$ cat src/bridge_macros.svh
/* DRAM-to-SD bridge constants
   Widths, SPI frame lengths, CRC polynomials and output byte count */
`ifndef BRIDGE_MACROS_SVH
`define BRIDGE_MACROS_SVH

// ####################
// Widths
// ####################
`define BRIDGE_DRAM_ADDR_W      32
`define BRIDGE_REQ_ADDR_W       13
`define BRIDGE_BLOCK_W          64
`define BRIDGE_SD_ADDR_W        32

// ####################
// SPI frame lengths
// ####################
// Start, transmit, index, argument, CRC7, end
`define BRIDGE_CMD_BITS         48
// Ones sent ahead of the data start bit
`define BRIDGE_GAP_BITS         21
`define BRIDGE_DATA_FRAME_BITS  102
`define BRIDGE_RESP_BITS        8

// x^7 + x^3 + 1
`define BRIDGE_CRC7_POLY        7'h09
// CCITT polynomial
`define BRIDGE_CRC16_POLY       16'h1021

`define BRIDGE_OUT_BYTES        8

`endif
$ cat src/sd_pkg.sv
/* SD card side definitions
   Writer states, command index and the CRC7 and CRC16 generators */
`include "bridge_macros.svh"

package sd_pkg;

    typedef enum logic [5:0] {
        SD_CMD_WRITE_BLOCK = 6'd24
    } sd_cmd_e;

    typedef enum logic [2:0] {
        SD_IDLE,
        SD_SEND_CMD,
        SD_WAIT_RESP,
        SD_SEND_DATA,
        SD_DATA_RESP,
        SD_WAIT_BUSY
    } sd_wr_state_e;

    // CRC7 over the first 40 command bits, MSB first
    function automatic logic [6:0] sd_crc7(input logic [39:0] data);
        logic [6:0] crc;
        logic       fb;
        crc = '0;
        for (int i = 39; i >= 0; i--)
        begin
            fb  = data[i] ^ crc[6];
            crc = {crc[5:0], 1'b0};
            if (fb)
                crc = crc ^ `BRIDGE_CRC7_POLY;
        end
        return crc;
    endfunction

    // CRC16-CCITT over the data block, zero seed
    function automatic logic [15:0] sd_crc16(input logic [63:0] data);
        logic [15:0] crc;
        logic        fb;
        crc = '0;
        for (int i = 63; i >= 0; i--)
        begin
            fb  = data[i] ^ crc[15];
            crc = {crc[14:0], 1'b0};
            if (fb)
                crc = crc ^ `BRIDGE_CRC16_POLY;
        end
        return crc;
    endfunction

endpackage

$ cat src/dram_pkg.sv
/* DRAM side definitions
   Reader states and the address and block types */
`include "bridge_macros.svh"

package dram_pkg;

    typedef enum logic [1:0] {
        RD_IDLE,
        RD_ADDR,
        RD_DATA,
        RD_HOLD
    } dram_rd_state_e;

    typedef logic [`BRIDGE_DRAM_ADDR_W-1:0] dram_addr_t;

    typedef logic [`BRIDGE_BLOCK_W-1:0] block_t;

endpackage

$ cat src/bridge_xfer_if.sv
/* Block hand-off between the reader, SD writer and byte output stages */
`timescale 1ns/1ps
`include "bridge_macros.svh"

interface bridge_xfer_if
    import dram_pkg::*;
();

    logic                          blk_valid;
    block_t                        blk_data;
    logic [`BRIDGE_SD_ADDR_W-1:0]  sd_addr;
    logic                          wr_done;
    logic                          out_done;

    // Block source, freed by out_done
    modport reader (output blk_valid, blk_data, sd_addr, input out_done);

    modport writer (input blk_valid, blk_data, sd_addr, output wr_done);

    // Byte streamer after the card write
    modport out (input blk_data, wr_done, output out_done);

endinterface

$ cat src/bridge_top.sv
/* DRAM-to-SD bridge top level
   Chains the DRAM reader, SD block writer and byte output */
`timescale 1ns/1ps
`include "bridge_macros.svh"

module bridge_top
    import dram_pkg::*;
(
    input  logic                           clk,
    input  logic                           rst_n,
    // Request
    input  logic                           in_valid,
    input  logic [`BRIDGE_REQ_ADDR_W-1:0]  addr_dram,
    input  logic [`BRIDGE_SD_ADDR_W-1:0]   addr_sd,
    // Byte stream
    output logic                           out_valid,
    output logic [7:0]                     out_data,
    // DRAM read channels
    output logic                           ar_valid,
    output dram_addr_t                     ar_addr,
    input  logic                           ar_ready,
    input  logic                           r_valid,
    input  block_t                         r_data,
    output logic                           r_ready,
    // SD card in SPI mode
    input  logic                           miso,
    output logic                           mosi
);

    bridge_xfer_if u_xfer ();

    dram_reader u_dram_reader (
        .clk       (clk),
        .rst_n     (rst_n),
        .in_valid  (in_valid),
        .addr_dram (addr_dram),
        .addr_sd   (addr_sd),
        .ar_valid  (ar_valid),
        .ar_addr   (ar_addr),
        .ar_ready  (ar_ready),
        .r_valid   (r_valid),
        .r_data    (r_data),
        .r_ready   (r_ready),
        .xfer      (u_xfer.reader)
    );

    sd_block_writer u_sd_block_writer (
        .clk   (clk),
        .rst_n (rst_n),
        .miso  (miso),
        .mosi  (mosi),
        .xfer  (u_xfer.writer)
    );

    byte_output u_byte_output (
        .clk       (clk),
        .rst_n     (rst_n),
        .out_valid (out_valid),
        .out_data  (out_data),
        .xfer      (u_xfer.out)
    );

endmodule

$ cat src/byte_output.sv
/* Output stage
   Streams the held block as eight bytes, MSB first, after the card write */
`timescale 1ns/1ps
`include "bridge_macros.svh"

module byte_output (
    input  logic        clk,
    input  logic        rst_n,
    output logic        out_valid,
    output logic [7:0]  out_data,
    bridge_xfer_if.out  xfer
);

    localparam int IDX_W = $clog2(`BRIDGE_OUT_BYTES);

    // Index of the next byte to load
    logic [IDX_W-1:0] byte_idx;

    // Counter wrapped to zero once the last byte is on the bus
    assign xfer.out_done = out_valid && (byte_idx == '0);

    always_ff @(posedge clk or negedge rst_n)
    begin
        if (!rst_n)
        begin
            out_valid <= 1'b0;
            out_data  <= '0;
            byte_idx  <= '0;
        end
        else if (xfer.wr_done)
        begin
            out_valid <= 1'b1;
            out_data  <= xfer.blk_data[`BRIDGE_BLOCK_W-1 -: 8];
            byte_idx  <= IDX_W'(1);
        end
        else if (xfer.out_done)
        begin
            out_valid <= 1'b0;
            out_data  <= '0;
        end
        else if (out_valid)
        begin
            out_data <= xfer.blk_data[(`BRIDGE_OUT_BYTES - 1 - int'(byte_idx)) * 8 +: 8];
            byte_idx <= byte_idx + 1'b1;
        end
    end

    a_out_burst_len: assert property (@(posedge clk) disable iff (!rst_n)
        out_valid [*`BRIDGE_OUT_BYTES] |=> !out_valid)
        else $error("byte_output: out_valid held past the last byte");

endmodule

$ cat src/sd_block_writer.sv
/* SD card write stage in SPI mode
   Sends CMD24 and the data frame on mosi, then follows response and busy on miso */
`timescale 1ns/1ps
`include "bridge_macros.svh"

module sd_block_writer
    import sd_pkg::*;
(
    input  logic           clk,
    input  logic           rst_n,
    input  logic           miso,
    output logic           mosi,
    bridge_xfer_if.writer  xfer
);

    // One counter covers the longest frame
    localparam int CNT_W     = $clog2(`BRIDGE_DATA_FRAME_BITS);
    // Bit index width within the command frame
    localparam int CMD_IDX_W = $clog2(`BRIDGE_CMD_BITS);

    sd_wr_state_e                       state;
    logic [CNT_W-1:0]                   bit_cnt;
    logic [`BRIDGE_CMD_BITS-9:0]        cmd_body;
    logic [`BRIDGE_CMD_BITS-1:0]        cmd_frame;
    logic [`BRIDGE_DATA_FRAME_BITS-1:0] data_frame;

    // ####################
    // Frame assembly
    // ####################
    assign cmd_body   = {1'b0, 1'b1, SD_CMD_WRITE_BLOCK, xfer.sd_addr};
    assign cmd_frame  = {cmd_body, sd_crc7(cmd_body), 1'b1};
    assign data_frame = {{`BRIDGE_GAP_BITS{1'b1}}, 1'b0, xfer.blk_data,
                         sd_crc16(xfer.blk_data)};

    // Card released busy
    assign xfer.wr_done = (state == SD_WAIT_BUSY) && miso;

    // ####################
    // Writer FSM
    // ####################
    // bit_cnt tracks the index of the bit now on mosi
    always_ff @(posedge clk or negedge rst_n)
    begin
        if (!rst_n)
        begin
            state   <= SD_IDLE;
            bit_cnt <= '0;
            mosi    <= 1'b1;
        end
        else
        begin
            case (state)
                SD_IDLE:
                begin
                    if (xfer.blk_valid)
                    begin
                        state   <= SD_SEND_CMD;
                        bit_cnt <= CNT_W'(`BRIDGE_CMD_BITS - 1);
                        mosi    <= cmd_frame[`BRIDGE_CMD_BITS-1];
                    end
                end
                SD_SEND_CMD:
                begin
                    if (bit_cnt == '0)
                    begin
                        state <= SD_WAIT_RESP;
                        mosi  <= 1'b1;
                    end
                    else
                    begin
                        bit_cnt <= bit_cnt - 1'b1;
                        mosi    <= cmd_frame[CMD_IDX_W'(bit_cnt - 1'b1)];
                    end
                end
                SD_WAIT_RESP:
                begin
                    // Response start bit
                    if (!miso)
                    begin
                        state   <= SD_SEND_DATA;
                        bit_cnt <= CNT_W'(`BRIDGE_DATA_FRAME_BITS - 1);
                        mosi    <= data_frame[`BRIDGE_DATA_FRAME_BITS-1];
                    end
                end
                SD_SEND_DATA:
                begin
                    if (bit_cnt == '0)
                    begin
                        state   <= SD_DATA_RESP;
                        bit_cnt <= CNT_W'(`BRIDGE_RESP_BITS - 1);
                        mosi    <= 1'b1;
                    end
                    else
                    begin
                        bit_cnt <= bit_cnt - 1'b1;
                        mosi    <= data_frame[bit_cnt - 1'b1];
                    end
                end
                SD_DATA_RESP:
                begin
                    if (bit_cnt == '0)
                        state <= SD_WAIT_BUSY;
                    else
                        bit_cnt <= bit_cnt - 1'b1;
                end
                SD_WAIT_BUSY:
                begin
                    if (miso)
                        state <= SD_IDLE;
                end
                default:
                begin
                    state <= SD_IDLE;
                    mosi  <= 1'b1;
                end
            endcase
        end
    end

    a_mosi_idle_high: assert property (@(posedge clk) disable iff (!rst_n)
        !(state inside {SD_SEND_CMD, SD_SEND_DATA}) |-> mosi)
        else $error("sd_block_writer: mosi low outside a frame");

endmodule

$ cat src/dram_reader.sv
/* DRAM read stage
   Latches a request, runs the AR and R handshakes, holds the block until output ends */
`timescale 1ns/1ps
`include "bridge_macros.svh"

module dram_reader
    import dram_pkg::*;
(
    input  logic                           clk,
    input  logic                           rst_n,
    input  logic                           in_valid,
    input  logic [`BRIDGE_REQ_ADDR_W-1:0]  addr_dram,
    input  logic [`BRIDGE_SD_ADDR_W-1:0]   addr_sd,
    output logic                           ar_valid,
    output dram_addr_t                     ar_addr,
    input  logic                           ar_ready,
    input  logic                           r_valid,
    input  block_t                         r_data,
    output logic                           r_ready,
    bridge_xfer_if.reader                  xfer
);

    dram_rd_state_e state;

    // ####################
    // Handshake FSM
    // ####################
    always_ff @(posedge clk or negedge rst_n)
    begin
        if (!rst_n)
        begin
            state          <= RD_IDLE;
            ar_valid       <= 1'b0;
            ar_addr        <= '0;
            r_ready        <= 1'b0;
            xfer.blk_valid <= 1'b0;
        end
        else
        begin
            xfer.blk_valid <= 1'b0;
            case (state)
                RD_IDLE:
                begin
                    // Requests arriving while busy are dropped
                    if (in_valid)
                    begin
                        state    <= RD_ADDR;
                        ar_valid <= 1'b1;
                        ar_addr  <= {{(`BRIDGE_DRAM_ADDR_W - `BRIDGE_REQ_ADDR_W){1'b0}},
                                     addr_dram};
                    end
                end
                RD_ADDR:
                begin
                    if (ar_ready)
                    begin
                        state    <= RD_DATA;
                        ar_valid <= 1'b0;
                        ar_addr  <= '0;
                        r_ready  <= 1'b1;
                    end
                end
                RD_DATA:
                begin
                    if (r_valid)
                    begin
                        state          <= RD_HOLD;
                        r_ready        <= 1'b0;
                        xfer.blk_valid <= 1'b1;
                    end
                end
                RD_HOLD:
                begin
                    if (xfer.out_done)
                        state <= RD_IDLE;
                end
                default:
                begin
                    state <= RD_IDLE;
                end
            endcase
        end
    end

    // Block and card address, held through the SD write and byte output
    always_ff @(posedge clk)
    begin
        if (state == RD_IDLE && in_valid)
            xfer.sd_addr <= addr_sd;
        if (state == RD_DATA && r_valid)
            xfer.blk_data <= r_data;
    end

    a_ar_stable: assert property (@(posedge clk) disable iff (!rst_n)
        ar_valid && !ar_ready |=> ar_valid && $stable(ar_addr))
        else $error("dram_reader: AR request changed before ar_ready");

endmodule

$ cat config.mk
export PLATFORM = sky130hd
export DESIGN_NAME = bridge_top
export DESIGN_NICKNAME = d
export VERILOG_FILES = /design/src/sd_pkg.sv /design/src/dram_pkg.sv /design/src/bridge_xfer_if.sv /design/src/bridge_top.sv /design/src/byte_output.sv /design/src/sd_block_writer.sv /design/src/dram_reader.sv
export VERILOG_INCLUDE_DIRS = /design/src
export SDC_FILE = /design/constraint.sdc
export NUM_CORES = 1
export LEC_CHECK = 0
export ABC_AREA = 0
export BUFFER_PORTS_ARGS = -buffer_cell sky130_fd_sc_hd__buf_2
export CAP_MARGIN = 20
export CORE_ASPECT_RATIO = 0.9
export CORE_MARGIN = 4
export CORE_UTILIZATION = 37
export CTS_BUF_LIST = sky130_fd_sc_hd__clkbuf_8
export DETAILED_ROUTE_END_ITERATION = 12
export GPL_TIMING_DRIVEN = 0
export SYNTH_ARGS = -nofsm -noshare
export SYNTH_HDL_FRONTEND = slang
export SYNTH_SLANG_ARGS = --single-unit
$ cat constraint.sdc
create_clock -name clk -period 10.79 [get_ports clk]
set_input_delay 1.079 -clock clk [delete_from_list [all_inputs] [get_ports clk]]
set_output_delay 1.079 -clock clk [all_outputs]
set_load 0.02 [all_outputs]
# Word level (Yosys, flattened, before mapping)
# Index checks and enable logic that the tools add are counted.
[op_classes] add_sub_neg=3 magnitude_cmp=2 bitwise=189 n_mux=141 n_reduce_logical=23 eq_ne=20 n_shift=1
[ops] cell="$mux 13" n=64
[ops] cell="$not 3->3" n=63
[ops] cell="$mux 4" n=32
[ops] cell="$xor 1x1->1" n=88
[ops] cell="$mux 32" n=2
[ops] cell="$pmux 32 s2" n=1
[ops] cell="$shiftx 64x32->8" n=1
[ops] cell="$not 2->2" n=31
[ops] cell="$mux 7" n=4
[ops] cell="$pmux 7 s4" n=1
[ops] cell="$mux 3" n=9
[ops] cell="$mux 8" n=3
[ops] cell="$pmux 3 s6" n=1
[ops] cell="$mux 1" n=14
[ops] cell="$ne 2x2->1 const B" n=7
[ops] cell="$ne 2x1->1 const B" n=5
[ops] cell="$reduce_and 3->1" n=3
[ops] cell="$lt 7x8->1 const B" n=1
[ops] cell="$mux 2" n=4
[ops] cell="$pmux 2 s4" n=1
[ops] cell="$reduce_and 4->1" n=2
[ops] cell="$reduce_bool 2->1" n=4
[ops] cell="$bmux 1 s7" n=1
[ops] cell="$logic_not 7->1" n=1
[ops] cell="other kinds (22)" n=36
[word_totals] ff_bits=156 output_inout_bits=44 wordCells=392 inputBits=115

# Longest topological paths before layout
# Gate-level depths: netlist (run 1).
[depth] ltp_word=131 depth_mapped=17 mapped_depth_nobuf=14

# Cells and area by module
# Synthesis (run 1) repeated with hierarchy kept, for this count alone.
[hier_totals] hier_cells=741 hier_area_um2=10221.1
[by_module_without_submodules] mod="sd_block_writer" seq_area_each_um2=276.5 instances=1 area_per_inst_um2=5096.1 cells_per_inst=433
[by_module_without_submodules] mod="dram_reader" seq_area_each_um2=3333.2 instances=1 area_per_inst_um2=3960.0 cells_per_inst=207
[by_module_without_submodules] mod="byte_output" seq_area_each_um2=300.3 instances=1 area_per_inst_um2=1164.9 cells_per_inst=101

# Worst setup path before layout (run 1)
# OpenSTA, ideal clock, no wires.
[synth_timing] kind="reg2reg" from="reg u_sd_block_writer.bit_cnt[0]" to="reg u_sd_block_writer.mosi" setup_time_ns=0.082 t_required_ns=10.708 synth_period_minus_slack_ns=4.475 path_stages_with_launch=16 path_buffers=5 setup_slack_ns=6.315 t_arrival_ns=4.393 cell_sequence="dfrtp_1 buf_1 clkbuf_1 inv_2 ha_1 clkbuf_1 buf_1 clkbuf_1 mux4_2 mux4_2 a21oi_1 nor2_1 o32ai_1 a21o_1 o31ai_1 a211o_1"
[synth_via] elab_chain_len=5 elab_cells_between_ends=9 classes_between="add/sub: 1; mux: 7; reduce/logical: 1"
[synth_lines] item="start: declaration" line="sd_block_writer.sv:22" source="logic [CNT_W-1:0] bit_cnt;"
[synth_lines] item="start signal: assignment" line="sd_block_writer.sv:58" source="bit_cnt <= CNT_W'(`BRIDGE_CMD_BITS - 1);"
[synth_lines] item="start signal: assignment" line="sd_block_writer.sv:71" source="bit_cnt <= bit_cnt - 1'b1;"
[synth_lines] item="start signal: assignment" line="sd_block_writer.sv:81" source="bit_cnt <= CNT_W'(`BRIDGE_DATA_FRAME_BITS - 1);"
[synth_lines] item="$sub 7x1->7" line="sd_block_writer.sv:96" source="mosi <= data_frame[bit_cnt - 1'b1];"
[synth_lines] item="$bmux 1 s7 or $bmux 1 s6 (tied branches)" line="sd_block_writer.sv:96, sd_block_writer.sv:72"
[synth_lines] item="$mux 1, on equally long branches" line="sd_block_writer.sv:96, sd_block_writer.sv:72"
[synth_lines] item="$mux 1, on equally long branches" line="sd_block_writer.sv:87, sd_block_writer.sv:64"
[synth_lines] item="$pmux 1 s5 (*)" line="sd_block_writer.sv:52" source="case (state)"
[synth_lines] item="end signal: assignment" line="sd_block_writer.sv:59" source="mosi <= cmd_frame[`BRIDGE_CMD_BITS-1];"
[synth_lines] item="end signal: assignment" line="sd_block_writer.sv:82" source="mosi <= data_frame[`BRIDGE_DATA_FRAME_BITS-1];"
[synth_lines] item="end signal: assignment" line="sd_block_writer.sv:96"
[synth_lines] item="end: declaration" line="sd_block_writer.sv:12" source="output logic mosi,"
# Mark *: on every way between the ends. The rest lies on a longest branch, timed or not. The select of a mux whose other input is x is not followed.
# A chain may end at the register's enable or synchronous reset.

# Worst setup path after layout (run 1)
# Ends and elaborated chain as after synthesis.

==> reports/results.tsv, run 1 <==
metric	value	unit
grt_pass1_vias	6205	
dieArea	0.0291	mm2
crit_path_end_kind	flip-flop	
top_layer_used	met4	
timing.final.max_slew_violations	0	
synth_edf_count	96	
syn_area	0.00977	mm2
path_max_fanout	11	
clk_path_buf_depth	2	
r2r_start	u_sd_block_writer.bit_cnt[0]	
outcome	complete, no violations	
max_stage_delay	0.72	ns
drive_gt1_share	27.5	%
syn_avg_cell_area	13.5	um2
holdBufCountCts	0	
place_hpwl	19.2	mm
required	11.19	ns
io_pins	159	
crit_family	buffers and inverters	
clk_pin_slew	0.09	ns
mostFrequentLayoutCell	buf_2	
grt_overflow	0	
regArea	0.00391	mm2
postSynthCellCount	723	
cts_made_buffers	17	
final_cell_mix	buf_2 (142), xnor2_1 (130), edfxtp_1 (96)	
cts_sinks	137	
yosysWarnings	0	
synth-async-reset-ratio	29.9	%
period_share	54.5	%
dominantRegCellSynth	edfxtp_1	
nNetsFinal	1025	
skew	0.0135	ns
post_synth_main_area_contributors	edfxtp_1 (30%), xnor3_1 (12%), xnor2_1 (12%), dfrtp_1 (10%), mux4_2 (9.7%)	
fillCellCount	2425	
cp_num_buf_inv	7	
crit_type	reg -> reg	
relSlewSlack	40.9	%
tightest_slew	0.886	ns
period_minus_slack	5.88	ns
fin_cells	1261	
wirelength_met1	11.7	mm
multi_input_area	0.00559	mm2
gp_congestion	0.910	
timing.fmax	170	MHz
hold_class	in -> async	
fp.dieW	179	um
vias	6320	
synth_top_area_share	29.5	%
startpoint_type	flip-flop	
groute.usage.overall	17.4	%
startpoint	u_sd_block_writer.bit_cnt[0]	
finalSetupViolations	0	
max_cap_viol_count	0	
crit_path_top_delay_cell	buf_1	
rows	56	
cts_tree	done	
initial_core_util	37.5	%
wl_per_cell	19.7	um
final.setup.tns	0	ns
antenna_left	0	
clk_latency	0.46	ns
holdWs	0.413	ns
drtPass1Iterations	5	
netlist-cell-type-count	62	
synth_largest_area_cell	edfxtp_1	
crit_chain	buf_1 -> clkbuf_1 -> inv_2 -> ha_1 -> clkbuf_1 -> buf_1 -> clkbuf_1 -> buf_2 -> nor2_1 -> o311ai_0 -> nand3_1 -> nor4b_1 -> nand2_1 -> o31ai_1 -> a211o_1	
htreeDepth	4	
cts_root_buffer	clkbuf_8	
port_buffers	139	
routed-wl-met3	2.06	mm
rsz0062_at_grt	no	
first_iter_violations	500	
wl	24.9	mm
synth_seq_area_share	40.0	%
finalHoldViolations	0	
area_growth	16.7	%
dp.cells	1228	
crit_top_cell	clkbuf_1	
drcViolationCount	0	
post_cts_buffers	0	
arrival	6.28	ns
grt_antenna_before_repair	0	
grt_pass1_wl	37.5	mm
synth_seq_cells	137	
wl_met2	10.9	mm
cts_resized	0	
vias_per_cell	5.01	
diodes	0	
coreArea	0.0261	mm2
grt_max_degree	66	
fp.dieH	162	um
[metrics by stage]
step / util (%) / area [um2] / setup slack, ns
CTS: 43.7 / 11400 / 4.78
floorplan: - / 9840 / 6.31
detailed placement: 42.1 / 11000 / 4.79
finish: 43.7 / 11400 / 4.91
global placement: 42.1 / 11000 / 4.83
global route: 43.7 / 11400 / 4.33
[layer usage]
layer,vias to the layer above,global-route usage [%]
met2,279,25.0
met4,0,3.60
met3,14,5.17
met5,-,0
li1,2964,-
met1,3063,26.1
[final timing paths]
check                                          to  slack (ns)  cells past startpoint
setup / recovery           u_sd_block_writer.mosi        4.91                     15
hold reg to reg            u_dram_reader.ar_valid        0.48                      1
max in group asynchronous  u_sd_block_writer.mosi        9.89                      2
hold / removal              u_dram_reader.r_ready        0.41                      1
min in group clk           u_dram_reader.ar_valid        0.48                      1
setup reg to reg           u_sd_block_writer.mosi        4.91                     15
[state kept, by name, indices dropped and copies added, names as in the netlist, 2 cells and up]
name	flops
u_dram_reader.ar_addr	13
u_sd_block_writer.bit_cnt	7
u_byte_output.out_data	8
u_dram_reader.state	2
u_byte_output.byte_idx	3
u_dram_reader.xfer.sd_addr	32
u_sd_block_writer.state	3
u_dram_reader.xfer.blk_data	64
[cell usage after synthesis (3+ instances only)]
| library cell | number |
|---|---|
| nor2_1 | 27 |
| xnor3_1 | 51 |
| xnor2_1 | 130 |
| nand2b_1 | 4 |
| and2_1 | 4 |
| mux4_2 | 42 |
| clkbuf_1 | 26 |
| mux2i_1 | 18 |
| nand2_1 | 36 |
| o21ai_0 | 25 |
| dfrtp_1 | 40 |
| o22ai_1 | 3 |
| edfxtp_1 | 96 |
| buf_2 | 3 |
| buf_1 | 3 |
| ha_1 | 10 |
| nand3_1 | 6 |
| a21oi_1 | 29 |
| xor3_1 | 10 |
| and3_1 | 3 |
| xor2_1 | 44 |
| a31oi_1 | 3 |
| a21o_1 | 3 |
| nor3b_1 | 8 |
| a22o_1 | 13 |
| inv_1 | 13 |
| nor3_1 | 7 |
| buf_4 | 20 |
| xnor3_2 | 6 |
[logic make-up after synthesis]
kind of cell | synth area share, %
other | 0.0384
adders and majority gates | 1.38
DFF | 40.0
muxes | 11.6
and+or+nand+nor | 5.21
xor gates and xnor gates | 32.0
AOI/OAI and AO/OA | 6.28
buffers and inverters | 3.46
[final cells by class]
type                    instances  share of cell area (%)
plain buffers                  53                    2.50
clock buffers                  17                    2.05
clock inverters                15                    1.54
inverters                      14                   0.461
multi-input cells             537                    49.1
flip-flops and latches        137                    34.3
well taps                     348                    3.82
repair buffers                140                    6.28
Power of run 1 is not shown: default switching activity piles up to over one toggle a cycle in this logic, so the estimate is an artifact.
==> run 2: changes to the inputs <==
- ABC_AREA: 0 -> 1
- clock period: 10.79 -> 6.14 ns (I/O delays scaled with it)
==> run 2 against run 1 <==
Clock skew increased by 0.035 ns. Sequential cell count unchanged. Cell count increased by 61%. Global-route usage increased by 3.5 points. Routed wire length increased by 36%. Critical path depth increased by 23. Critical endpoint unchanged. Largest cell class unchanged.
==> reports/results.tsv, run 2 <==
metric	value	unit
cp_num_buf_inv	3	
io_pins	159	
port_buffers	139	
clk_path_buf_depth	2	
antenna_left	0	
ff2ff_path_depth	38	
cts_tree	done	
relSlewSlack	32.5	%
top_register	u_dram_reader.xfer.blk_data	
period_minus_slack	4.55	ns
cts_root_buffer	clkbuf_8	
fillCellCount	2996	
vias	10182	
holdBufCountCts	0	
grt_overflow	0	
finalHoldViolations	0	
yosysMostFrequentCell	nand2_1	
synth_top_area_share	26.5	%
synth_largest_area_cell	edfxtp_1	
grt_pass1_vias	9654	
synth_commonest_cells	nand2_1 (320), nand3_1 (194), inv_1 (167)	
area_growth	15.7	%
wl	33.9	mm
synth_seq_area_share	35.9	%
required	6.55	ns
synth_edf_count	96	
final_area	0.0126	mm2
pre_cts_slack	1.71	ns
netlist-cell-type-count	44	
yosysWarnings	0	
drcViolationCount	0	
rows	59	
fp.dieW	189	um
nNetsFinal	1743	
grt_antenna_before_repair	4	
rrSetupSlack	1.59	ns
postSynthCellCount	1441	
hold_class	in -> async	
crit_path_top_delay_cell	edfxtp_1	
holdWs	0.273	ns
synth-async-reset-ratio	29.9	%
dominantRegCellSynth	edfxtp_1	
gp_congestion	0.964	
startpoint_type	flip-flop	
initial_core_util	37.7	%
drtPass1Iterations	6	
fp.dieH	171	um
drive_gt1_share	23.1	%
htreeDepth	4	
crit_family	simple AND/OR/NAND/NOR gates	
worstReg2RegEnd	u_sd_block_writer.mosi	
period_share	74.1	%
first_iter_violations	992	
finalWorstSetupSlack	1.59	ns
path_max_fanout	5	
crit_path_end_kind	flip-flop	
skew	0.0481	ns
groute.usage.overall	20.9	%
timing.fmax	220	MHz
wl_per_cell	16.7	um
tightest_slew	1.01	ns
post_cts_buffers	0	
synth_seq_cells	137	
arrival	4.96	ns
cts_sinks	137	
r2r_start	u_dram_reader.xfer.blk_data[57]	
crit_top_cell	nand2_1	
place_hpwl	26.6	mm
crit_type	reg -> reg	
rsz0062_at_grt	no	
mostFrequentLayoutCell	nand2_1	
grt_max_degree	45	
vias_per_cell	5.02	
coreArea	0.0289	mm2
timing.final.max_slew_violations	0	
final_cell_mix	nand2_1 (320), nand3_1 (194), inv_1 (166)	
largest_reg_flops	64	
dpl-instance-area	0.0122	mm2
post_synth_main_area_contributors	edfxtp_1 (26%), nand2_1 (11%), dfrtp_1 (9.2%), nand3_1 (8.9%), inv_1 (5.8%)	
finalSetupViolations	0	
max_stage_delay	0.46	ns
clk_latency	0.51	ns
dieArea	0.0323	mm2
grt_pass1_wl	52.9	mm
cts_resized	0	
max_cap_viol_count	0	
syn_area	0.0109	mm2
outcome	complete, no violations	
reg_top3	u_dram_reader.xfer.blk_data (64), u_dram_reader.xfer.sd_addr (32), u_dram_reader.ar_addr (13)	
cts_made_buffers	17	
final.setup.tns	0	ns
syn_avg_cell_area	7.56	um2
clk_pin_slew	0.13	ns
[run 2: cell types whose count changed after synthesis, sizes merged, moves of 18 or more]
| cell | change |
|---|---|
| mux4 | -42 |
| nand3 | +224 |
| xnor2 | -96 |
| nand2 | +391 |
| a21oi | +43 |
| o21ai | +94 |
| mux2i | -18 |
| xnor3 | -57 |
| inv | +178 |
| o211ai | +20 |
[run 2: worst max path at each step]
stage | start | end | cells past startpoint
final | u_dram_reader.xfer.blk_data[57] | u_sd_block_writer.mosi | 38
after global routing | u_dram_reader.xfer.blk_data[62] | u_sd_block_writer.mosi | 38
after CTS | u_dram_reader.xfer.blk_data[57] | u_sd_block_writer.mosi | 38
after detailed placement | u_dram_reader.xfer.blk_data[57] | u_sd_block_writer.mosi | 36
after global placement | u_dram_reader.xfer.blk_data[57] | u_sd_block_writer.mosi | 38
after floorplan | u_dram_reader.xfer.blk_data[61] | u_sd_block_writer.mosi | 42
[run 2: per-stage QoR]
| step | util (%) | std cells |
|---|---|---|
| final | 43.5 | 2030 |
| after global routing | 43.5 | 2029 |
| after CTS | 43.5 | 2027 |
| after detailed placement | 42.1 | 1995 |
| after global placement | 42.0 | 1994 |
| after floorplan | - | 1459 |
[run 2: logic make-up after synthesis]
family	after synthesis	synth area share (%)
and+or+nand+nor	721	34.5
buffers and inverters	257	9.83
AOI/OAI and AO/OA	229	11.4
DFF	137	35.9
xor gates and xnor gates	85	7.04
adders and majority gates	10	1.15
other	1	0.0344
muxes	1	0.103
[run 2: final cells by class]
type	count	area [um2]	area share (%)
well taps	396	495	3.93
diodes	3	7.51	0.0596
multi-input cells	1065	5980	47.5
flip-flops and latches	137	3910	31.0
inverters	197	744	5.91
repair buffers	140	716	5.68
plain buffers	60	328	2.60
clock inverters	14	171	1.36
clock buffers	18	248	1.97
[run 2: worst register-to-register path, delay by kind of cell, from the launching register on]
kind,cells,cell delay (ns)
and+or+nand+nor,33,3.26
buffers and inverters,3,0.36
AOI/OAI and AO/OA,1,0.12
DFF,1,0.46
xor gates and xnor gates,1,0.30
[run 2: routing by layer]
layer	GRT usage (%)	share of wire (%)
met3	5.67	8.7
met2	32.7	43
met5	0	0.035
met1	29.4	46
met4	4.15	1.5
Power of run 2 is left out for the same reason.
